$ cat src/mips_pkg.sv
`default_nettype none

package mips_pkg;

    localparam int ISA_WIDTH      = 32;
    localparam int REG_ADDR_WIDTH = 5;
    localparam int SHAMT_WIDTH    = 5;

    typedef logic [ISA_WIDTH-1:0]      word_t;
    typedef logic [REG_ADDR_WIDTH-1:0] reg_idx_t;

    // major opcode, instr[31:26]
    typedef enum logic [5:0] {
        OP_RTYPE = 6'd0,
        OP_J     = 6'd2,
        OP_BEQ   = 6'd4,
        OP_BNE   = 6'd5,
        OP_ADDI  = 6'd8,
        OP_LW    = 6'd35,
        OP_SW    = 6'd43
    } opcode_e;

    // r-type function, instr[5:0]
    typedef enum logic [5:0] {
        F_SLL = 6'd0,
        F_SRL = 6'd2,
        F_ADD = 6'd32,
        F_SUB = 6'd34,
        F_AND = 6'd36,
        F_OR  = 6'd37,
        F_XOR = 6'd38,
        F_SLT = 6'd42
    } funct_e;

    typedef enum logic [2:0] {
        ALU_ADD,
        ALU_SUB,
        ALU_AND,
        ALU_OR,
        ALU_XOR,
        ALU_SLT,
        ALU_SLL,
        ALU_SRL
    } alu_op_e;

    // where an EX operand comes from
    typedef enum logic [1:0] {
        FWD_NONE,
        FWD_MEM,
        FWD_WB
    } fwd_sel_e;

endpackage

`default_nettype wire

$ cat src/register_file.sv
`timescale 1ns/1ps
`default_nettype none

module register_file (
    input  logic               clk,
    input  logic               arst_n,
    input  mips_pkg::reg_idx_t rs_idx,
    input  mips_pkg::reg_idx_t rt_idx,
    output mips_pkg::word_t    rs_data,
    output mips_pkg::word_t    rt_data,
    input  logic               wr_en,
    input  mips_pkg::reg_idx_t wr_idx,
    input  mips_pkg::word_t    wr_data
);
    import mips_pkg::*;

    word_t regs [2**REG_ADDR_WIDTH];
    logic  wr_live;

    // r0 is never written
    assign wr_live = wr_en && (wr_idx != '0);

    always_ff @(posedge clk or negedge arst_n) begin
        if (!arst_n) begin
            for (int i = 0; i < 2**REG_ADDR_WIDTH; i++) begin
                regs[i] <= '0;
            end
        end else if (wr_live) begin
            regs[wr_idx] <= wr_data;
        end
    end

    // write-first bypass for a WB write in the same cycle
    assign rs_data = (wr_live && wr_idx == rs_idx) ? wr_data : regs[rs_idx];
    assign rt_data = (wr_live && wr_idx == rt_idx) ? wr_data : regs[rt_idx];

endmodule

`default_nettype wire

$ cat config.mk
export PLATFORM = sky130hd
export DESIGN_NAME = register_file
export DESIGN_NICKNAME = d
export VERILOG_FILES = /design/src/mips_pkg.sv /design/src/register_file.sv
export SDC_FILE = /design/constraint.sdc
export NUM_CORES = 2
export LEC_CHECK = 0
export CAP_MARGIN = 20
export CORE_MARGIN = 4
export CORE_UTILIZATION = 45
export CTS_BUF_LIST = sky130_fd_sc_hd__clkbuf_4
export CTS_CLUSTER_SIZE = 12
export DETAILED_ROUTE_END_ITERATION = 6
export DONT_BUFFER_PORTS = 1
export PLACE_DENSITY = 0.6
export SYNTH_ARGS = -nofsm -noshare
export SYNTH_HDL_FRONTEND = slang
export SYNTH_SLANG_ARGS = --single-unit
$ cat constraint.sdc
create_clock -name clk -period 2.4 [get_ports clk]
set_input_delay 0.24 -clock clk [delete_from_list [all_inputs] [get_ports clk]]
set_output_delay 0.24 -clock clk [all_outputs]
set_load 0.01 [all_outputs]
# [Word-level counts from Yosys, hierarchy flattened]
# Cells that the tools add are included.
[totals] input_bits=50 latchBits=0 out_inout_bits=64 mem_bits_rw=0 register_bits=1024 mem_bits_ro=0 mem_count=0
[op_classes] n_bitwise=3 div_mod_pow=0 magnitude_cmp=4 n_addsub=0 n_shift=0 mux=11 mul=0 reduce_logical=5 eq_ne=2
[op_table] cell="$bwmux W1024" count=1
[op_table] cell="$bmux W32 S5" count=2
[op_table] cell="$mux W32" count=7
[op_table] cell="$demux W32 S5" count=1
[op_table] cell="$ge A6 B6 Y1 const B" count=3
[op_table] cell="$not A5 Y6" count=3
[op_table] cell="$eq A5 B5 Y1" count=2
[op_table] cell="$lt A6 B1 Y1 const B" count=1
[op_table] cell="$reduce_bool A5 Y1" count=1
[op_table] cell="$logic_and A1 B1 Y1" count=4

# [Depth between registers and ports, before layout]
[logic_depth] word_depth=6 ltp_mapped=8

# [Worst setup path after synthesis]
# OpenSTA, ideal clock, no wires.
[synth_path] path_kind="input to output" start="input rs_idx[0]" end="output rs_data[30]" t_arrival_ps=1861 slack_ps=299 cell_stages=7 path_cell_list="buf_6 > buf_6 > mux4_2 > mux4_2 > nand2_1 > nand3_1 > mux2_2"
[synth_via] elab_chain_cells=5 word_cells_on_any_way=7
[synth_lines] item="from (decl)" line="register_file.sv:7" text="input mips_pkg::reg_idx_t rs_idx,"
[synth_lines] item="$not A5 Y6 (implied by the code)" line="register_file.sv:34" text="assign rs_data = (wr_live && wr_idx == rs_idx) ? wr_data : regs[rs_idx];"
[synth_lines] item="$bmux W32 S5" line="register_file.sv:34"
[synth_lines] item="$mux W32 (implied by the code) (2 in series)" line="register_file.sv:34"
[synth_lines] item="$mux W32 (*)" line="register_file.sv:34"
[synth_lines] item="to (decl)" line="register_file.sv:9" text="output mips_pkg::word_t rs_data,"
# Every way passes the cells marked *; elsewhere a longest branch is shown, timed or not. The select of a mux whose other input is x is not followed.

# [Worst setup path after layout]
[layout_path] start="register regs[830] (netlist bit)" end="output rt_data[30]"
[layout_via] elab_chain_cells=4
[layout_lines] item="from (decl)" line="register_file.sv:17" text="word_t regs [2**REG_ADDR_WIDTH];"
[layout_lines] item="from (signal, indexed assignment)" line="register_file.sv:29" text="regs[wr_idx] <= wr_data;"
[layout_lines] item="$bmux W32 S5" line="register_file.sv:35" text="assign rt_data = (wr_live && wr_idx == rt_idx) ? wr_data : regs[rt_idx];"
[layout_lines] item="$mux W32 (implied by the code) (2 in series)" line="register_file.sv:35"
[layout_lines] item="$mux W32" line="register_file.sv:35"
[layout_lines] item="to (decl)" line="register_file.sv:10" text="output mips_pkg::word_t rt_data,"
# No other way between the ends. The select of a mux whose other input is x is not followed.

==> reports/results.tsv <==
stage	metric	value	unit
timing	slew_viol_final	95	
cells_and_area	n_fill_cell	9653	
global_routing	top_usage_layer	met2	
critical_path	crit_type	reg -> out	
yosys	synth_warnings	0	
floorplan	die_h	353	µm
critical_path	crit_top_cell	buf_6	
timing	min_period	3.53	ns
placed_design	gp_congestion	0.793	
yosys	synthArstFlopShare	1.00	
timing	setup_viol	447	
global_routing	grt_overflow	0	
yosys	synthTopCellsByArea	dfrtp_1, mux4_2, mux2_2	
global_routing	antenna_found_initial	4	
yosys	synth_edf_count	0	
cts	clkLatencyLatePin	1.18	ns
power_and_ir_drop	power.density	789	nW/µm²
floorplan	io_pins	114	
critical_path	endpoint_kind	primary output	
power_and_ir_drop	p_clk_frac	0.323	
worst_hold_path	holdPathStages	2	
timing	worstMarginPinSlew	1.61	ns
cts	cts_tree	done	
global_routing	grt_pass1_vias	38870	
cts	htreeDepth	5	
status	violations	max-slew violations, negative setup slack	
critical_path	path_cells	buf_6, mux4_2, nor2b_4, a211oi_2, a21oi_2, a221o_1, buf_6, buf_6	
detailed_routing	vias_per_cell	6.58	
cells_and_area	final_layout_size_suffix_gt1_frac	0.540	
yosys	synth-seq-area-share	0.479	
global_routing	grt_pass1_wl	255000	µm
floorplan	start_util	0.453	
cts	cts.reportedPaths.clkPinSlew	0.06	ns
critical_path	start_kind	register	
yosys	synth_top_area_cell	dfrtp_1	
detailed_routing	routedWlPerCell	32.0	µm
detailed_routing	ant_nets	0	
cells_and_area	largest_reg_flops	1024	
floorplan	row_count	126	
critical_path	cpPeakStageDelay	0.48	ns
power_and_ir_drop	power.switching	0.0134	W
yosys	yosys.area.top_type_share	0.479	
timing	rsz0062_at_grt	yes	
placed_design	place_area	55400	µm²
floorplan	core-area	118000	µm²
global_routing	grt.met1_usage	0.370	
yosys	synthDistinctLibCells	41	
timing	hold_viol	0	
detailed_routing	initialDrtViolationCount	2899	
global_routing	grt_usage	0.276	
yosys	synth_ff_type	dfrtp_1	
power_and_ir_drop	peakVddDrop	481	µV
cts	cts.sinks	1024	
yosys	synth_common_cells	dfrtp_1, mux2_2, mux4_2	
power_and_ir_drop	p_leak	26.5	nW
cells_and_area	top_register	regs	
worst_hold_path	hold_class	in -> reg	
power_and_ir_drop	internal-power	0.0351	W
critical_path	slowest_stage	mux4_2	
placed_design	port_buffers	0	
timing	maxSlewHeadroom	-0.0750	
detailed_routing	vias	35134	
timing	post-route-period-util	1.47	
timing	setup_slack	-1.13	ns
cts	cts-root-buf	clkbuf_4	
floorplan	die_x	353	µm
detailed_routing	routed_wl	171000	µm
timing	max_clock_freq	0.284	GHz
cts	cts_buffers	295	
detailed_routing	drtPass1Iterations	5	
critical_path	worstPathRequired	2.16	ns
power_and_ir_drop	switching_share	0.276	
timing	skew	0	ns
power_and_ir_drop	p_comb_frac	0.204	
placed_design	dpl.hpwl	89200	µm
yosys	synth_area	53400	µm²
cells_and_area	finalInstanceArea	61400	µm²
run	drv_cap	0	
cells_and_area	fin_nets	3674	
yosys	synth_most_common_cell	dfrtp_1	
detailed_routing	drc_errors	0	
global_routing	grtUsageMet3	0.0667	
global_routing	use_met2	0.439	
power_and_ir_drop	power_frac_seq	0.472	
global_routing	grt_max_degree	1025	
yosys	syn_area_per_cell	15.3	µm²
critical_path	rr_worst_depth	2	
yosys	synth_seq_cells	1024	
yosys	synthCells	3483	
critical_path	path_max_fanout	2	
cells_and_area	syn2layout_area_growth	15.0	%
cells_and_area	reg_top3	regs (1024)	
power_and_ir_drop	power.total	0.0485	W
critical_path	cp_data_arrival_time	3.29	ns
floorplan	fp.dieArea	124000	µm²
placed_design	place_worst_setup_slack	-0.280	ns
cts	clockBufferDepth	4	
yosys	syn_nets	3533	
status	status	complete, but fails checks	
layer usage:
layer	share of wire	vias up
met5	0.00013	-
met4	0.031	4
met3	0.084	347
met2	0.48	1636
met1	0.41	19083
li1	-	14064
power groups by stage:
stage / Clock (W) / Sequential [W] / Combinational, W
floorplan: 0 / 0.0223 / 0.00729
global placement: 0 / 0.0226 / 0.00809
detailed placement: 0 / 0.0231 / 0.00842
CTS: 0.0161 / 0.0228 / 0.00935
global route: 0.0171 / 0.0233 / 0.0106
finish: 0.0157 / 0.0229 / 0.00991
final cells by class:
cell class                      count  area [µm²]  share of cell area
Clock buffer                      425        3190              0.0519
Clock inverter                     51         245             0.00399
Antenna cell                        4        10.0            0.000163
Inverter                            3        11.3            0.000183
Tap cell                         1536        1920              0.0313
Sequential cell                  1024       25600               0.417
Multi-Input combinational cell   2044       27400               0.447
Timing Repair Buffer              256        3000              0.0489
kinds of logic after synthesis:
family	synth area share
DFF	0.479
and+or+nand+nor	0.0207
xor gates and xnor gates	0.00164
muxes	0.426
AOI/OAI and AO/OA	0.0364
buffers and inverters	0.0362
what timing repair did:
action                                 in CTS  in global routing
setup endpoints to repair                  64                 65
pin swaps                                  81                 50
hold buffers                               54                 12
endpoints found under the hold margin    2016                351
setup buffers                               9                 11
gates resized for setup                   225                 53
worst paths after layout:
path / from / slack, ns / endpoint
worst min register to register: regs[1008]$_DFFE_PN0P_ / 0.40 / regs[1008]$_DFFE_PN0P_
worst max-delay path: regs[830]$_DFFE_PN0P_ / -1.13 / rt_data[30]
max in group asynchronous: arst_n / -0.70 / regs[740]$_DFFE_PN0P_
min in group asynchronous: arst_n / 0.27 / regs[659]$_DFFE_PN0P_
worst max register to register: regs[886]$_DFFE_PN0P_ / 1.02 / regs[886]$_DFFE_PN0P_
worst min-delay path: wr_data[13] / 0.07 / regs[237]$_DFFE_PN0P_
stage by stage:
stage | hold WS (ns) | cells | utilization | setup TNS [ns]
after CTS | -1.29 | 5301 | 0.514 | -47.38
final | 0.0659 | 5343 | 0.521 | -232.03
after global routing | 0.0276 | 5340 | 0.521 | -445.56
after global placement | 0.0390 | 4763 | 0.470 | -0.302
after detailed placement | 0.0458 | 4763 | 0.470 | -0.397
after floorplan | -0.0556 | 3483 | - | 0
layout by cell type, fill, tap and decap left out, types with 46 or more instances in the layout:
cell type and instances:
o21ai_2 46, or4_4 62, o22ai_2 99, mux4_2 511, dlygate4sd3_1 65, buf_4 110
mux2_1 363, clkbuf_4 425, o22ai_1 142, buf_12 49, nand2_1 63, mux2_2 629
dfrtp_1 1024
worst max-delay path: cells and delay by family, from the launching register on:
family,cells,cell delay (ns)
and+or+nand+nor,1,0.15
DFF,1,0.39
muxes,1,0.48
buffers and inverters,3,0.40
AOI/OAI and AO/OA,3,0.66
Power figures use the tool's default switching activity.
