**config.mk**
```make
export PLATFORM = sky130hd
export DESIGN_NAME = execute_stage
export DESIGN_NICKNAME = d
export VERILOG_FILES = /design/src/mips_pkg.sv /design/src/execute_stage.sv
export SDC_FILE = /design/constraint.sdc
export NUM_CORES = 1
export LEC_CHECK = 0
export BUFFER_PORTS_ARGS = -buffer_cell sky130_fd_sc_hd__buf_4
export CORE_ASPECT_RATIO = 0.75
export CORE_UTILIZATION = 30
export DETAILED_ROUTE_END_ITERATION = 8
export GPL_TIMING_DRIVEN = 0
export PLACE_DENSITY = 0.51
export SYNTH_ARGS = -nofsm -noshare
export SYNTH_HDL_FRONTEND = slang
export SYNTH_SLANG_ARGS = --single-unit
```
**constraint.sdc**
```tcl
create_clock -name vclk -period 6
set_input_delay 0.6 -clock vclk [all_inputs]
set_output_delay 0.6 -clock vclk [all_outputs]
set_load 0.005 [all_outputs]
```
**src/mips_pkg.sv**
```systemverilog
`default_nettype none

package mips_pkg;

    localparam int ISA_WIDTH      = 32;
    localparam int REG_ADDR_WIDTH = 5;
    localparam int SHAMT_WIDTH    = 5;

    typedef logic [ISA_WIDTH-1:0]      word_t;
    typedef logic [REG_ADDR_WIDTH-1:0] reg_idx_t;

    // major opcode, instr[31:26]
    typedef enum logic [5:0] {
        OP_RTYPE = 6'd0,
        OP_J     = 6'd2,
        OP_BEQ   = 6'd4,
        OP_BNE   = 6'd5,
        OP_ADDI  = 6'd8,
        OP_LW    = 6'd35,
        OP_SW    = 6'd43
    } opcode_e;

    // r-type function, instr[5:0]
    typedef enum logic [5:0] {
        F_SLL = 6'd0,
        F_SRL = 6'd2,
        F_ADD = 6'd32,
        F_SUB = 6'd34,
        F_AND = 6'd36,
        F_OR  = 6'd37,
        F_XOR = 6'd38,
        F_SLT = 6'd42
    } funct_e;

    typedef enum logic [2:0] {
        ALU_ADD,
        ALU_SUB,
        ALU_AND,
        ALU_OR,
        ALU_XOR,
        ALU_SLT,
        ALU_SLL,
        ALU_SRL
    } alu_op_e;

    // where an EX operand comes from
    typedef enum logic [1:0] {
        FWD_NONE,
        FWD_MEM,
        FWD_WB
    } fwd_sel_e;

endpackage

`default_nettype wire

```
**src/execute_stage.sv**
```systemverilog
`timescale 1ns/1ps
`default_nettype none

module execute_stage (
    input  mips_pkg::word_t                    pc,
    input  mips_pkg::word_t                    rs_data,
    input  mips_pkg::word_t                    rt_data,
    input  mips_pkg::word_t                    imm_ext,
    input  logic [mips_pkg::SHAMT_WIDTH-1:0]   shamt,
    input  mips_pkg::alu_op_e                  alu_op,
    input  logic                               use_imm,
    input  logic                               use_shamt,
    input  logic                               is_branch,
    input  logic                               branch_on_equal,
    input  logic                               is_jump,
    input  logic                               valid,
    input  mips_pkg::fwd_sel_e                 fwd_a,
    input  mips_pkg::fwd_sel_e                 fwd_b,
    input  mips_pkg::word_t                    mem_result,
    input  mips_pkg::word_t                    wb_result,
    output mips_pkg::word_t                    alu_result,
    output mips_pkg::word_t                    store_value,
    output logic                               branch_taken,
    output mips_pkg::word_t                    branch_target
);
    import mips_pkg::*;

    word_t op_a;
    word_t op_b;
    word_t src_a;
    word_t src_b;
    word_t pc_plus4;
    logic  operands_equal;

    always_comb begin
        case (fwd_a)
            FWD_MEM: op_a = mem_result;
            FWD_WB:  op_a = wb_result;
            default: op_a = rs_data;
        endcase
        case (fwd_b)
            FWD_MEM: op_b = mem_result;
            FWD_WB:  op_b = wb_result;
            default: op_b = rt_data;
        endcase
    end

    // shifts move rt by the shamt field
    assign src_a = use_shamt ? op_b : op_a;
    assign src_b = use_shamt ? word_t'(shamt) : (use_imm ? imm_ext : op_b);

    always_comb begin
        case (alu_op)
            ALU_ADD: alu_result = src_a + src_b;
            ALU_SUB: alu_result = src_a - src_b;
            ALU_AND: alu_result = src_a & src_b;
            ALU_OR:  alu_result = src_a | src_b;
            ALU_XOR: alu_result = src_a ^ src_b;
            ALU_SLT: alu_result = word_t'($signed(src_a) < $signed(src_b));
            ALU_SLL: alu_result = src_a << src_b[SHAMT_WIDTH-1:0];
            ALU_SRL: alu_result = src_a >> src_b[SHAMT_WIDTH-1:0];
            default: alu_result = '0;
        endcase
    end

    assign store_value = op_b;

    assign operands_equal = (op_a == op_b);
    assign branch_taken   = valid
                          && (is_jump || (is_branch && (operands_equal == branch_on_equal)));

    assign pc_plus4 = pc + word_t'(4);

    // jump keeps the top nibble of pc+4
    assign branch_target = is_jump
                         ? {pc_plus4[ISA_WIDTH-1:28], imm_ext[27:0]}
                         : pc_plus4 + {imm_ext[ISA_WIDTH-3:0], 2'b00};

endmodule

`default_nettype wire

```
* After elaboration in Yosys (flattened, before gate mapping)
Cells that the tools add are included. W data, S select, Z words.
Word-level totals: word-level logic and storage cells 34, flip-flop bits (word level) 0
Operators by class: equality and inequality tests 13, order comparisons 1, bitwise logic cells 3, shifts and indexed selects 2, reduce and logical (&&, ||, !) cells 4, multiplexer cells 7, add/subtract/negate cells 4
Operators with widths (number):
- $pmux W32 S8 | 1
- $mux W32 | 4
- $pmux W32 S2 | 2
- $add A32 B32 Y32 | 2
- $add A32 B3 Y32 const B | 1
- $and A32 B32 Y32 | 1
- $eq A32 B32 Y1 | 1
- $lt A32 B32 Y1 | 1
- $or A32 B32 Y32 | 1
- $shl A32 B5 Y32 | 1
- $shr A32 B5 Y32 | 1
- $sub A32 B32 Y32 | 1
- $xor A32 B32 Y32 | 1
- $eq A3 B3 Y1 const B | 4
- $eq A3 B2 Y1 const B | 2
- $eq A2 B1 Y1 const B | 2
- $eq A2 B2 Y1 const B | 2
- $eq A3 B1 Y1 const B | 1
- $logic_not A3 Y1 | 1
- $logic_and A1 B1 Y1 | 2
- $eq A1 B1 Y1 | 1
- $logic_or A1 B1 Y1 | 1

* Logic depth before layout (Yosys ltp)
depth in word-level cells 7, depth in mapped cells 22, mapped depth without buffers 18

* Worst setup path before layout
Ideal clock, no wire load.
path type in2out, from input fwd_b[0], to output alu_result[25], data arrival time 5.293 ns, buffers on the path 4, path slack 0.107 ns, required time 5.400 ns, stages 20, cell sequence inv_1 -> ha_1 -> or3_4 -> nor2_1 -> or4_1 -> buf_2 -> buf_4 -> buf_2 -> clkbuf_1 -> ha_1 -> a211o_1 -> a311o_1 -> o2111ai_2 -> a21oi_1 -> o41ai_2 -> a21oi_2 -> a2111oi_2 -> a211oi_1 -> mux2_1 -> a211o_1
Between the ends: cells in the longest elaborated chain, start to end 6, elaborated cells between the ends (all ways) 14
RTL lines:
- start, declared | line execute_stage.sv:18 | input mips_pkg::fwd_sel_e fwd_b,
- $eq A2 B2 Y1 / $eq A2 B1 Y1 (equally long branches) | line execute_stage.sv:41 | case (fwd_b)
- $pmux W32 S2 (*) | line execute_stage.sv:41
- $mux W32 (2 in a row) | line execute_stage.sv:50 | assign src_b = use_shamt ? word_t'(shamt) : (use_imm ? imm_ext : op_b);
- $sub A32 B32 Y32 (tied with other cells) | line execute_stage.sv:55 | ALU_SUB: alu_result = src_a - src_b;
- $pmux W32 S8 (*) | line execute_stage.sv:53 | case (alu_op)
- end, declared | line execute_stage.sv:21 | output mips_pkg::word_t alu_result,
Every way passes the cells marked *; elsewhere a longest branch is shown, timed or not.

* Final worst setup path
from input fwd_b[0], to output alu_result[30]
The elaborated chain is that of the path after synthesis.

==> flow_metrics.py <==
metrics = {
    "grt": {
        "grt_max_degree": 20,
        "antenna_found_initial": 2,
        "grt_overflow": 0,
        "grt_pass1_wl_mm": 119,
        "grt.total_usage": 0.365,
        "first_global_vias": 16200,
    },
    "layout": {
        "antenna-diode-count": 0,
        "seq_cells": 0,
        "clock_buffers": 0,
        "postLayoutCoreUtil": 0.402,
        "multiInputGateArea_mm2": 0.0127,
        "fillers": 4630,
        "regArea_um2": 0,
        "nets": 2630,
        "syn2layout_area_growth_pct": 30.5,
        "stdcell_count": 2854,
        "final_area_mm2": 0.0171,
        "drive_above_1_share": 0.254,
    },
    "sta": {
        "worst_pin_slew_ns": 1.49,
        "worst_slack_ns": -0.132,
        "whs_ns": 1.50,
        "max_slew_margin": 0.00229,
        "rsz0062_at_grt": "yes",
        "max_freq_ghz": 0.163,
        "slew_violations": 0,
        "post-route-period-util": 1.02,
        "hold_viol_final": 0,
        "period_needed_ns": 6.13,
        "finalSetupTns_ns": -0.194,
        "setup_viol": 3,
    },
    "floorplan": {
        "start_util": 0.308,
        "fp.dieH_um": 183,
        "dieArea_mm2": 0.0445,
        "core_area_mm2": 0.0425,
        "num_rows": 65,
        "pin_count": 307,
        "die_w_um": 243,
    },
    "outcome": {
        "violations": "max-capacitance violations, negative setup slack",
        "outcome": "complete, but fails checks",
    },
    "setup_path": {
        "critPathSlowestCell": "or3_4",
        "worstSetupPathType": "input port to output pin",
        "max_stage_delay_ns": 0.43,
        "endpoint_kind": "output pin",
        "crit_path_start_kind": "input port",
        "crit_arrival_ns": 5.53,
        "cp-startpoint": "fwd_b[0]",
        "critical_path.max_fanout": 14,
        "cpMostUsedCell": "buf_4",
        "crit_chain": "buf_4, inv_1, ha_4, or3_4, a221o_1, and2_4, buf_6, buf_6, ha_2, fa_2, nor2b_2, o311ai_4, a21oi_2, a31oi_4, o41ai_4, buf_4, a211oi_4, o21bai_2, a221o_1, or3_1, o211ai_1, buf_4",
        "cp.required_ns": 5.40,
    },
    "placed_design": {
        "post_dp_cell_area_mm2": 0.0161,
        "routabilityCongestion": 1.05,
        "hpwl_mm": 71.6,
        "port_buffers": 306,
        "place_inst": 2837,
        "dp_slack_ns": -3.07,
    },
    "pwr": {
        "p_clk_frac": 0,
        "comb_power_share": 1.000,
        "p_per_area_mw_per_mm2": 172,
        "irDropWorstVdd_v": 0.0000527,
        "netSwitchingFraction": 0.627,
        "power_switching_mw": 1.84,
        "fin_total_pwr_mw": 2.94,
        "p_leak_nw": 7.84,
        "seqPwrFrac": 0,
        "power.internal_mw": 1.10,
    },
    "yosys": {
        "syn_area_mm2": 0.0131,
        "syn-num-nets": 2304,
        "synthCells": 1961,
        "ys_types": 93,
        "avgSynthCellArea_um2": 6.68,
        "ys.warnings.count": 0,
        "ys_seq_area_frac": 0,
    },
    "drt": {
        "drtIter0Drc": 2067,
        "detail-route-antenna-nets": 0,
        "wl_mm": 84.9,
        "firstDrtPassIters": 6,
        "routedWlPerCell_um": 29.7,
        "vias_per_cell": 6.15,
        "via_count": 17600,
        "drc": 0,
    },
    "worst_hold_path": {
        "worst_hold_path_type": "input port to output pin",
        "worst_hold_startpoint": "pc[1]",
    },
    "clock_tree": {
        "cts_hold_buf": 0,
    },
    "job": {
        "max_cap_violations": 1,
    },
}
==> layout by cell type, fill, tap and decap left out, drive strengths merged, types with 36 or more instances in the layout <==
master / count
nor2b: 37
xnor2: 45
nand3: 36
a22oi: 59
clkbuf: 59
xor2: 58
o21ai: 148
mux2i: 154
ha: 131
nor3: 46
nand2: 209
a21oi: 149
nor2: 157
buf: 398
mux2: 63
inv: 107
==> metal layers <==
| metal | global-route usage | wire, um |
|---|---|---|
| met5 | 0 | 0 |
| met4 | 0.0433 | 1200 |
| met3 | 0.0549 | 7660 |
| met2 | 0.557 | 35700 |
| met1 | 0.548 | 40300 |
==> what timing repair did <==
item	CTS	global route
endpoints found under the setup margin	31	18
cloned	0	0
setup buffers	22	14
pin swaps	13	23
gates resized for setup	156	71
hold endpoints to repair	0	0
==> logic make-up after synthesis <==
family          after synthesis  synth area share
xor+xnor                    103            0.0688
buf+inv                     242            0.0778
compound gates              646             0.328
fa+ha+maj                   133             0.128
mux                         217             0.173
simple gates                620             0.224
==> power groups by stage <==
stage               Clock [mW]  Sequential (mW)  Combinational [mW]
floorplan                    0                0                1.56
global placement             0                0                2.66
detailed placement           0                0                2.65
CTS                          0                0                2.79
global route                 0                0                3.10
finish                       0                0                2.94
==> worst paths after layout <==
check,end,slack [ns],cells past startpoint
max,alu_result[30],-0.13,22
min,branch_target[1],1.50,3
==> cell type report <==
| class | count | area share |
|---|---|---|
| inverter | 109 | 0.0248 |
| multi-input combinational | 1719 | 0.743 |
| buffer | 115 | 0.0410 |
| tap | 569 | 0.0416 |
| timing repair buffer | 342 | 0.150 |
==> worst max-delay path, delay by kind of cell <==
kind	cells	cell delay (ns)
buf+inv	6	0.89
fa+ha+maj	3	0.85
simple gates	4	1.06
compound gates	9	2.10
==> synthesized netlist by cell type, drive strengths merged (14+ instances only) <==
cell	instances	area, um2
a211o	17	149
a211oi	30	225
a21o	29	218
a21oi	149	761
a221oi	27	236
a22oi	59	443
and2	15	96.3
and3	21	131
buf	64	347
clkbuf	69	259
ha	131	1640
inv	107	402
mux2	63	709
mux2i	154	1560
nand2	209	785
nand2b	18	113
nand3	36	180
nand4	17	106
nor2	157	592
nor2b	37	231
nor3	46	235
o211ai	21	158
o21ai	148	741
o21bai	16	120
o221ai	17	155
o22ai	32	200
o31ai	14	105
xnor2	45	394
xor2	58	508
(Power assumes the default switching activity.)
