### config.mk
export PLATFORM = sky130hd
export DESIGN_NAME = hazard_unit
export DESIGN_NICKNAME = d
export VERILOG_FILES = /design/src/mips_pkg.sv /design/src/hazard_unit.sv
export SDC_FILE = /design/constraint.sdc
export NUM_CORES = 1
export LEC_CHECK = 0
export BUFFER_PORTS_ARGS = -buffer_cell sky130_fd_sc_hd__buf_4
export CORE_AREA = 5 5 42 44
export DETAILED_ROUTE_END_ITERATION = 10
export DIE_AREA = 0 0 47 49
export PLACE_DENSITY = 0.72
export SLEW_MARGIN = 15
export SYNTH_ARGS = -nofsm -noshare
export SYNTH_HDL_FRONTEND = slang
export SYNTH_SLANG_ARGS = --single-unit
### constraint.sdc
create_clock -name vclk -period 2.1
set_input_delay 0.105 -clock vclk [all_inputs]
set_output_delay 0.105 -clock vclk [all_outputs]
set_load 0.01 [all_outputs]
### src/mips_pkg.sv
`default_nettype none

package mips_pkg;

    localparam int ISA_WIDTH      = 32;
    localparam int REG_ADDR_WIDTH = 5;
    localparam int SHAMT_WIDTH    = 5;

    typedef logic [ISA_WIDTH-1:0]      word_t;
    typedef logic [REG_ADDR_WIDTH-1:0] reg_idx_t;

    // major opcode, instr[31:26]
    typedef enum logic [5:0] {
        OP_RTYPE = 6'd0,
        OP_J     = 6'd2,
        OP_BEQ   = 6'd4,
        OP_BNE   = 6'd5,
        OP_ADDI  = 6'd8,
        OP_LW    = 6'd35,
        OP_SW    = 6'd43
    } opcode_e;

    // r-type function, instr[5:0]
    typedef enum logic [5:0] {
        F_SLL = 6'd0,
        F_SRL = 6'd2,
        F_ADD = 6'd32,
        F_SUB = 6'd34,
        F_AND = 6'd36,
        F_OR  = 6'd37,
        F_XOR = 6'd38,
        F_SLT = 6'd42
    } funct_e;

    typedef enum logic [2:0] {
        ALU_ADD,
        ALU_SUB,
        ALU_AND,
        ALU_OR,
        ALU_XOR,
        ALU_SLT,
        ALU_SLL,
        ALU_SRL
    } alu_op_e;

    // where an EX operand comes from
    typedef enum logic [1:0] {
        FWD_NONE,
        FWD_MEM,
        FWD_WB
    } fwd_sel_e;

endpackage

`default_nettype wire

### src/hazard_unit.sv
`timescale 1ns/1ps
`default_nettype none

module hazard_unit (
    input  mips_pkg::reg_idx_t id_rs_idx,
    input  mips_pkg::reg_idx_t id_rt_idx,
    input  mips_pkg::reg_idx_t ex_rs_idx,
    input  mips_pkg::reg_idx_t ex_rt_idx,
    input  mips_pkg::reg_idx_t ex_dest_idx,
    input  logic               ex_mem_read,
    input  logic               ex_valid,
    input  mips_pkg::reg_idx_t mem_dest_idx,
    input  logic               mem_reg_write,
    input  logic               mem_valid,
    input  mips_pkg::reg_idx_t wb_dest_idx,
    input  logic               wb_reg_write,
    input  logic               wb_valid,
    input  logic               branch_taken,
    output mips_pkg::fwd_sel_e fwd_a,
    output mips_pkg::fwd_sel_e fwd_b,
    output logic               stall,
    output logic               flush
);
    import mips_pkg::*;

    logic mem_writes;
    logic wb_writes;
    logic load_use;

    assign mem_writes = mem_valid && mem_reg_write && (mem_dest_idx != '0);
    assign wb_writes  = wb_valid && wb_reg_write && (wb_dest_idx != '0);

    // younger result in MEM wins over WB
    function automatic fwd_sel_e pick_source(input reg_idx_t src);
        fwd_sel_e sel;
        sel = FWD_NONE;
        if (mem_writes && mem_dest_idx == src) begin
            sel = FWD_MEM;
        end else if (wb_writes && wb_dest_idx == src) begin
            sel = FWD_WB;
        end
        return sel;
    endfunction

    always_comb begin
        fwd_a = pick_source(ex_rs_idx);
        fwd_b = pick_source(ex_rt_idx);
    end

    assign load_use = ex_valid && ex_mem_read && (ex_dest_idx != '0)
                    && (ex_dest_idx == id_rs_idx || ex_dest_idx == id_rt_idx);

    assign flush = branch_taken;
    assign stall = load_use && !branch_taken;

endmodule

`default_nettype wire

Word level (Yosys, flattened, before mapping)

Index checks and enable logic that the tools add are counted.

Flip-flop bits (word level): 0
Output and inout bits: 6

Equal/unequal tests: 6
Muxes and demuxes: 4
Reduce and logical (&&, ||, !) cells: 17

Operators with widths:

| cell                | number |
|---|---|
| $eq A5 B5 Y1        | 6 |
| $reduce_bool A5 Y1  | 3 |
| $logic_and A1 B1 Y1 | 12 |
| $mux W2             | 4 |
| $logic_not A1 Y1    | 1 |
| $logic_or A1 B1 Y1  | 1 |

Logic depth before layout (Yosys ltp)

Gate-level depths: netlist of run 1.

Depth after elaboration: 5
Gate-level depth with buffers: 4

Least setup slack after synthesis of run 1

Ideal clock, no wire load.

Kind: input to output
From: input port mem_dest_idx[3]
To: output port fwd_a[1]
Arrival: 1.284 ns
Setup slack: 0.711 ns
Stages: 4
Path buffers: 0
Cell sequence: or4_1 > o211ai_2 > nor4_1 > nor4_2

Word-level cells in the longest chain between the ends: 4
Elaborated cells between the ends (all ways): 5

RTL lines:

| element               | line              | source |
|---|---|---|
| from (decl)           | hazard_unit.sv:12 | `input mips_pkg::reg_idx_t mem_dest_idx,` |
| $reduce_bool A5 Y1    | hazard_unit.sv:30 | `assign mem_writes = mem_valid && mem_reg_write && (mem_dest_idx != '0);` |
| $logic_and A1 B1 Y1   | hazard_unit.sv:30 |  |
| $logic_and A1 B1 Y1 * | hazard_unit.sv:37 | `if (mem_writes && mem_dest_idx == src) begin` |
| $mux W2 *             | hazard_unit.sv:37 |  |
| to (decl)             | hazard_unit.sv:19 | `output mips_pkg::fwd_sel_e fwd_a,` |

Mark *: on every way between the ends. The rest lies on a longest branch, timed or not.

Final worst setup path of run 1

Same ends and word-level chain as after synthesis.

==> results.tsv, run 1 <==
stage	metric	value	unit
logic_synthesis	yosysTopAreaCellShare	42.4	%
cts	post_cts_hold_buffer_count	0	
critical_path	timing.critical_path.mode_cell	buf_4	
critical_path	crit_path_cell_trace	buf_4 -> or4_1 -> o211ai_2 -> nor4_1 -> nor4_2 -> buf_4	
die	io_pins	48	
placement	detailed_place_hpwl	1420	um
logic_synthesis	synthesis.area_per_instance	7.94	sq um
critical_path	critical_path_arrival	1.47	ns
sta	final-setup-viol-count	0	
critical_path	timing.critical_path.slowest_cell_delay	0.54	ns
logic_synthesis	synth.cell_area	413	sq um
grt	global_route_wire_length_before_repair	2400	um
layout	n_antenna_cell	0	
critical_path	worst_setup_path_startpoint	mem_dest_idx[3]	
run	max_cap_viol_count	0	
sta	rsz_0062_raised_after_global_routing	no	
sta	timing_worst_slew_pin_value	0.442	ns
detailed_routing	finalWirelength	1470	um
critical_path	crit_type	in -> out	
layout	design.seq.count	0	
grt	total_gr_overflow	0	
detailed_routing	wl_per_cell	12.8	um
layout	num-clock-buffers	0	
die	fp.dieW	47	um
min_path	hold_start	branch_taken	
detailed_routing	initialDrtViolationCount	3	
grt	first_global_vias	546	
cts	cts_setup_buffers	0	
layout	final_core_utilization	56.1	%
die	die_y	49	um
detailed_routing	final_antenna_net_count	0	
logic_synthesis	yosys-top-cells-area	xor2_1 42%, xnor2_1 21%, or4_1 9.1%	
sta	final-max-slew-violation-count	0	
die	floorplan.core_area	0.00140	sq mm
logic_synthesis	postSynthCellCount	52	
die	die_area	0.00230	sq mm
logic_synthesis	synth_fp_nets	94	
detailed_routing	drc	0	
critical_path	slowest_stage	or4_1	
sta	final_min_period	1.58	ns
detailed_routing	vias	536	
layout	area_delta_synth_final	90.3	%
logic_synthesis	synth.lib_cells_used.distinct	14	
sta	fmax	633	MHz
sta	maxSlewHeadroom	70.2	%
layout	most-common-layout-cells	48 x buf_4, 20 x xor2_1, 10 x xnor2_1	
status	run_status	finished, final reports clean	
placement	place_ws	0.510	ns
sta	timing_hold_violations_final	0	
power_and_ir_drop	max-vdd-ir-drop	0.0000847	V
placement	number_of_buffer_cells_added_on_primary_ports	48	
die	start_util	29.5	%
grt	groute.usage.overall	13.3	%
die	std_cell_rows	14	
grt	grt_start_max_net_pins	4	
critical_path	worst_setup_path_end_kind	primary output	
sta	final_min_period_over_clock_period	75.2	%
min_path	hold_path.class	in -> out	
critical_path	worstPathRequired	2.00	ns
logic_synthesis	netlist.top_cell.by_area	xor2_1	
detailed_routing	detailedRoute.firstPassIterationCount	2	
power_and_ir_drop	power_density	180	mW/mm^2
placement	globalplace.congestion	0.773	
sta	tns	0	ns
power_and_ir_drop	total_leakage_power	0.361	nW
sta	layout_setup_ws	0.521	ns
sta	holdWs	0.399	ns
critical_path	crit_fanout	3	
layout	sequential_cell_area	0	sq um
grt	initial_antenna_violation_count	0	
logic_synthesis	synth-seq-area-share	0	%
critical_path	sort_of_element_at_the_start_of_the_critical_path	input pin	
detailed_routing	via_per_inst	4.66	
layout	final_layout_size_suffix_gt1_share	51.5	%
cts	cts_resized	0	
logic_synthesis	yosys_warnings	0	
layout	finalNetCount	143	
layout	layout_commonest_cell	buf_4	
report_power, final:
group	switching [mW]	internal (mW)	total, mW
Combinational	0.0550	0.0862	0.141
Sequential	0	0	0
Clock	0	0	0
per-stage QoR:
stage / area (sq um) / cells / power (mW)
2_1_floorplan: 413 / 52 / 0.0533
3_3_place_gp: 786 / 115 / 0.140
3_5_place_dp: 786 / 115 / 0.142
4_1_cts: 786 / 115 / 0.142
5_1_grt: 786 / 115 / 0.154
6_report: 786 / 115 / 0.141
cell families after synthesis:
| logic type | synth area share (%) |
|---|---|
| AND/OR/NAND/NOR | 27.3 |
| AO/OA/AOI/OAI | 7.27 |
| XOR/XNOR | 63.6 |
| buffers and inverters | 1.82 |
path summary, 6_finish.rpt:
path  endpoint  slack [ns]  depth (start not counted)
max   fwd_a[1]        0.52                          6
min      flush        0.40                          2
metal layers:
metal,wire (um),share of wire [%],up-vias,GRT usage (%)
li1,-,-,281,-
met2,895,61,9,24.9
met5,0,0,-,0
met3,45,3.1,0,0
met4,0,0,0,0
met1,528,36,246,17.2
cells in the mapped netlist:
| cell type | number |
|---|---|
| nand2_1 | 1 |
| o211ai_1 | 1 |
| nor4_1 | 2 |
| o21ai_0 | 1 |
| xor2_1 | 20 |
| o211ai_2 | 1 |
| nor2_1 | 1 |
| nor4_2 | 2 |
| xnor2_1 | 10 |
| buf_4 | 1 |
| nand3_1 | 4 |
| a21oi_1 | 1 |
| nor3_1 | 2 |
| or4_1 | 5 |
worst max-delay path, delay by kind of cell:
family / cells / cell delay, ns
AND/OR/NAND/NOR: 3 / 0.91
buffers and inverters: 2 / 0.28
AO/OA/AOI/OAI: 1 / 0.17
layout make-up:
type               count  area, sq um
well taps             16         20.0
repair buffers        48          360
fillers              136          616
multi-input cells     51          405
Power figures use the tool's default switching activity.
==> inputs of run 2 (changes only) <==
--- a/config.mk
+++ b/config.mk
@@ -9,7 +9,7 @@
 export CORE_AREA = 5 5 42 44
 export DETAILED_ROUTE_END_ITERATION = 10
 export DIE_AREA = 0 0 47 49
-export PLACE_DENSITY = 0.72
+export PLACE_DENSITY = 0.75
 export SLEW_MARGIN = 15
 export SYNTH_ARGS = -nofsm -noshare
 export SYNTH_HDL_FRONTEND = slang
==> constraint.sdc (replaced) <==
create_clock -name vclk -period 1.4
set_input_delay 0.07 -clock vclk [all_inputs]
set_output_delay 0.07 -clock vclk [all_outputs]
set_load 0.01 [all_outputs]
==> run 2 against run 1 <==
Effect of this change: the run now ends with negative setup slack left; first-iteration DRC count up 100%; core utilization up 7.8 points; total power up 75%; critical path type unchanged; highest routed layer is now met4.
==> results.tsv, run 2 (same netlist as run 1, synthesis figures left out) <==
stage	metric	value	unit
power_and_ir_drop	power_frac_comb	100.0	%
sta	tns	-0.0490	ns
status	failing_checks	negative setup slack	
detailed_routing	detailedRoute.firstPassIterationCount	4	
layout	design.seq.count	0	
min_path	hold_start	branch_taken	
grt	total_gr_overflow	0	
power_and_ir_drop	power_density	277	mW/mm^2
detailed_routing	drc	0	
placement	globalplace.congestion	0.904	
critical_path	crit_fanout	2	
grt	global_route_wire_length_before_repair	2790	um
placement	detailed_place_hpwl	1510	um
grt	global_route.usage.met1	18.7	%
placement	place_ws	-0.137	ns
power_and_ir_drop	max-vdd-ir-drop	0.000144	V
detailed_routing	finalWirelength	1720	um
grt	globalRouteMet2Util	29.0	%
run	max_cap_viol_count	0	
grt	global_route.peak_usage_layer	met2	
sta	final_min_period	1.45	ns
die	io_pins	48	
min_path	hold_path.class	in -> out	
power_and_ir_drop	report.power.total	0.247	mW
sta	final-max-slew-violation-count	0	
detailed_routing	wl_per_cell	14.1	um
sta	final_min_period_over_clock_period	104	%
detailed_routing	final_antenna_net_count	0	
layout	finalNetCount	150	
power_and_ir_drop	power.share.clock	0	%
critical_path	worst_setup_path_end_kind	primary output	
die	fp.dieW	47	um
power_and_ir_drop	power.sequential.fraction	0	%
layout	sequential_cell_area	0	sq um
critical_path	sort_of_element_at_the_start_of_the_critical_path	input pin	
sta	rsz_0062_raised_after_global_routing	yes	
detailed_routing	via_per_inst	4.65	
die	die_area	0.00230	sq mm
power_and_ir_drop	total_leakage_power	0.410	nW
die	die_y	49	um
detailed_routing	vias	567	
layout	num-clock-buffers	0	
layout	final_layout_size_suffix_gt1_share	58.5	%
placement	placement.cell_area	816	sq um
layout	layout_commonest_cell	buf_4	
layout	fin_area	895	sq um
power_and_ir_drop	p_int	0.148	mW
grt	groute.usage.overall	15.8	%
layout	area_delta_synth_final	117	%
die	floorplan.core_area	0.00140	sq mm
grt	gr-usage-met3	1.48	%
placement	placed_cells	119	
sta	timing_worst_slew_pin_value	0.315	ns
die	start_util	29.5	%
min_path	worst_hold_path.num_cells	2	
sta	timing_hold_violations_final	0	
layout	non_filler_cells_in_the_finished_layout	122	
critical_path	critical_path_arrival	1.38	ns
power_and_ir_drop	netSwitchingFraction	40.3	%
die	std_cell_rows	14	
power_and_ir_drop	net-switching-power	0.0998	mW
sta	maxSlewHeadroom	78.8	%
status	run_status	finished, violations left	
critical_path	worstPathRequired	1.33	ns
layout	most-common-layout-cells	50 x buf_4, 20 x xor2_1, 10 x xnor2_1	
placement	number_of_buffer_cells_added_on_primary_ports	48	
grt	initial_antenna_violation_count	0	
sta	holdWs	0.329	ns
grt	first_global_vias	636	
grt	grt_start_max_net_pins	4	
layout	final_core_utilization	63.8	%
min_path	worst_hold_path.endpoint	flush	
critical_path	crit_type	in -> out	
sta	fmax	690	MHz
layout	n_antenna_cell	0	
sta	final-setup-viol-count	1	
sta	layout_setup_ws	-0.0490	ns
detailed_routing	initialDrtViolationCount	6	
## run 2: cell type report
| type | count | area (sq um) |
|---|---|---|
| fill | 133 | 507 |
| multi-input combinational | 51 | 443 |
| tap | 16 | 20.0 |
| timing repair buffer | 55 | 432 |
## run 2: power by group through the flow
stage,Sequential [mW],Combinational (mW),Clock (mW)
floorplan,0,0.0800,0
global placement,0,0.218,0
detailed placement,0,0.222,0
CTS,0,0.239,0
global route,0,0.270,0
finish,0,0.247,0
## run 2: worst max path at each step
| stage | from | cells after the start | to | slack [ns] |
|---|---|---|---|---|
| after global placement | mem_dest_idx[3] | 6 | fwd_b[1] | -0.08 |
| final | mem_dest_idx[1] | 7 | fwd_a[1] | -0.05 |
| after CTS | mem_dest_idx[1] | 7 | fwd_a[1] | -0.08 |
| after floorplan | mem_dest_idx[3] | 4 | fwd_a[1] | 0.08 |
| after detailed placement | mem_dest_idx[3] | 6 | fwd_a[1] | -0.14 |
| after global routing | mem_dest_idx[1] | 7 | fwd_a[1] | -0.09 |
## run 2: what timing repair did
| item | in CTS | in global routing |
|---|---|---|
| gates resized for setup | 7 | 4 |
| endpoints found under the setup margin | 2 | 3 |
| pin swaps | 7 | 2 |
| setup buffers | 3 | 0 |
| hold buffers | 0 | 0 |
## run 2: critical path, cell delays in order
cell and delay (ns):
buf_6 0.09, or4_4 0.54, o211ai_4 0.20, buf_6 0.13
nor4_4 0.03, nor4_2 0.15, buf_4 0.16
## run 2: metal layers
| layer | share of wire (%) | vias up | routed length, um |
|---|---|---|---|
| li1 | - | 296 | - |
| met1 | 34 | 246 | 584 |
| met2 | 59 | 19 | 1000 |
| met3 | 5.2 | 6 | 89 |
| met4 | 2.2 | 0 | 37 |
| met5 | 0 | - | 0 |
==> inputs of run 3 (changes only) <==
--- a/config.mk
+++ b/config.mk
@@ -6,10 +6,13 @@
 export NUM_CORES = 1
 export LEC_CHECK = 0
 export BUFFER_PORTS_ARGS = -buffer_cell sky130_fd_sc_hd__buf_4
-export CORE_AREA = 5 5 42 44
+export CELL_PAD_IN_SITES_DETAIL_PLACEMENT = 0
+export CELL_PAD_IN_SITES_GLOBAL_PLACEMENT = 2
+export CORE_ASPECT_RATIO = 0.75
+export CORE_MARGIN = 5
+export CORE_UTILIZATION = 14
 export DETAILED_ROUTE_END_ITERATION = 10
-export DIE_AREA = 0 0 47 49
-export PLACE_DENSITY = 0.75
+export PLACE_DENSITY = 0.74
 export SLEW_MARGIN = 15
 export SYNTH_ARGS = -nofsm -noshare
 export SYNTH_HDL_FRONTEND = slang
==> run 3 against run 2 <==
Effect of this change: the flow now finishes without violations; critical path type unchanged; worst setup slack improved by 0.055 ns; die area rose by 80%; flip-flop and latch count stayed put; sequential share of layout area unchanged; hold slack barely moved; non-clock buffer count decreased by 1; clock-buffer cell count unchanged; global-route usage decreased by 7.6 points; routed wire length rose by 3.3%; combinational power about the same; cell area grew 2.8%; critical path depth fell by 1.
==> results.tsv, run 3 (same netlist as run 1, synthesis figures left out) <==
stage	metric	value	unit
layout	multi_input_area	455	sq um
die	io_pins	48	
power_and_ir_drop	net-switching-power	0.100	mW
critical_path	worstPathBufferInverterCount	2	
run	max_cap_viol_count	0	
die	std_cell_rows	17	
sta	final_min_period	1.39	ns
layout	sequential_cell_area	0	sq um
power_and_ir_drop	power_density	266	mW/mm^2
layout	final_layout_size_suffix_gt1_share	59.0	%
layout	most-common-layout-cells	51 x buf_4, 20 x xor2_1, 10 x xnor2_1	
status	run_status	finished, final reports clean	
detailed_routing	vias	544	
sta	final_min_period_over_clock_period	99.6	%
sta	final-max-slew-violation-count	0	
power_and_ir_drop	total_leakage_power	0.408	nW
critical_path	timing.critical_path.slowest_cell_delay	0.54	ns
die	floorplan.core_area	0.00289	sq mm
critical_path	crit_fanout	2	
sta	maxSlewHeadroom	81.4	%
detailed_routing	drc	0	
detailed_routing	finalWirelength	1770	um
layout	fin_area	920	sq um
critical_path	critical_path_arrival	1.32	ns
power_and_ir_drop	p_int	0.145	mW
layout	n_antenna_cell	0	
critical_path	sort_of_element_at_the_start_of_the_critical_path	input pin	
die	die_y	57.0	um
power_and_ir_drop	max-vdd-ir-drop	0.0000573	V
placement	place_ws	-0.165	ns
sta	timing_hold_violations_final	0	
critical_path	critPathTopFamily	simple AND/OR/NAND/NOR gates	
sta	timing_worst_slew_pin_value	0.277	ns
die	fp.dieW	72.7	um
critical_path	worst_setup_path_end_kind	primary output	
detailed_routing	wl_per_cell	12.4	um
die	die_area	0.00415	sq mm
detailed_routing	initialDrtViolationCount	12	
grt	total_gr_overflow	0	
critical_path	worst_setup_path_startpoint	mem_dest_idx[1]	
detailed_routing	detailedRoute.firstPassIterationCount	4	
power_and_ir_drop	power_frac_comb	100.0	%
die	start_util	14.3	%
grt	first_global_vias	603	
layout	finalNetCount	149	
grt	groute.usage.overall	8.19	%
power_and_ir_drop	power.sequential.fraction	0	%
grt	initial_antenna_violation_count	0	
sta	layout_setup_ws	0.00606	ns
layout	area_delta_synth_final	123	%
placement	number_of_buffer_cells_added_on_primary_ports	48	
layout	layout_commonest_cell	buf_4	
grt	grt_start_max_net_pins	4	
min_path	hold_start	branch_taken	
critical_path	crit_path_cell_trace	buf_6 -> or4_4 -> o211ai_4 -> nor4_4 -> nor4_2 -> buf_4	
layout	design.seq.count	0	
power_and_ir_drop	netSwitchingFraction	40.9	%
placement	detailed_place_hpwl	1620	um
critical_path	slowest_stage	or4_4	
layout	num-clock-buffers	0	
critical_path	crit_type	in -> out	
min_path	hold_path.class	in -> out	
power_and_ir_drop	power.share.clock	0	%
placement	globalplace.congestion	0.777	
detailed_routing	via_per_inst	3.80	
placement	placement.cell_area	858	sq um
sta	fmax	717	MHz
grt	global_route_wire_length_before_repair	2800	um
critical_path	worstPathRequired	1.33	ns
sta	rsz_0062_raised_after_global_routing	yes	
layout	fillCellCount	326	
detailed_routing	final_antenna_net_count	0	
sta	final-setup-viol-count	0	
[run 3: timing repair]
action	4_1_cts	5_1_grt
endpoints found under the setup margin	4	4
pin swaps	8	2
gates resized for setup	8	3
setup buffers	0	0
hold buffers	0	0
[run 3: layout make-up]
| class | count | area share [%] |
|---|---|---|
| Timing Repair Buffer | 54 | 45.3 |
| Multi-Input combinational cell | 51 | 49.5 |
| Tap cell | 38 | 5.17 |
[run 3: power by group through the flow]
| stage | sequential, mW | combinational (mW) | clock (mW) |
|---|---|---|---|
| 2_1_floorplan | 0 | 0.0800 | 0 |
| 3_3_place_gp | 0 | 0.222 | 0 |
| 3_5_place_dp | 0 | 0.223 | 0 |
| 4_1_cts | 0 | 0.243 | 0 |
| 5_1_grt | 0 | 0.266 | 0 |
| 6_report | 0 | 0.245 | 0 |
[run 3: worst paths after layout]
| kind | cells after the start | slack [ns] | end |
|---|---|---|---|
| min | 2 | 0.33 | flush |
| max | 6 | 0.006 | fwd_b[1] |
[run 3: metrics by stage]
stage                     std cells  total power [mW]  hold WS [ns]  TNS, ns  util [%]
after floorplan                  52            0.0800         0.232        0         -
after global placement          143             0.222         0.331   -0.208      29.7
after detailed placement        143             0.223         0.331   -0.318      29.7
after CTS                       143             0.243         0.332  -0.0535      31.4
after global routing            143             0.266         0.337   -0.109      31.8
final                           143             0.245         0.329        0      31.8
[run 3: metal layers]
metal | vias to the layer above | part of all wire [%] | GRT usage (%)
met5 | - | 0 | 0
met4 | 0 | 0 | 0
met3 | 0 | 0.11 | 0
met2 | 3 | 62 | 17.1
met1 | 250 | 38 | 9.76
li1 | 291 | - | -
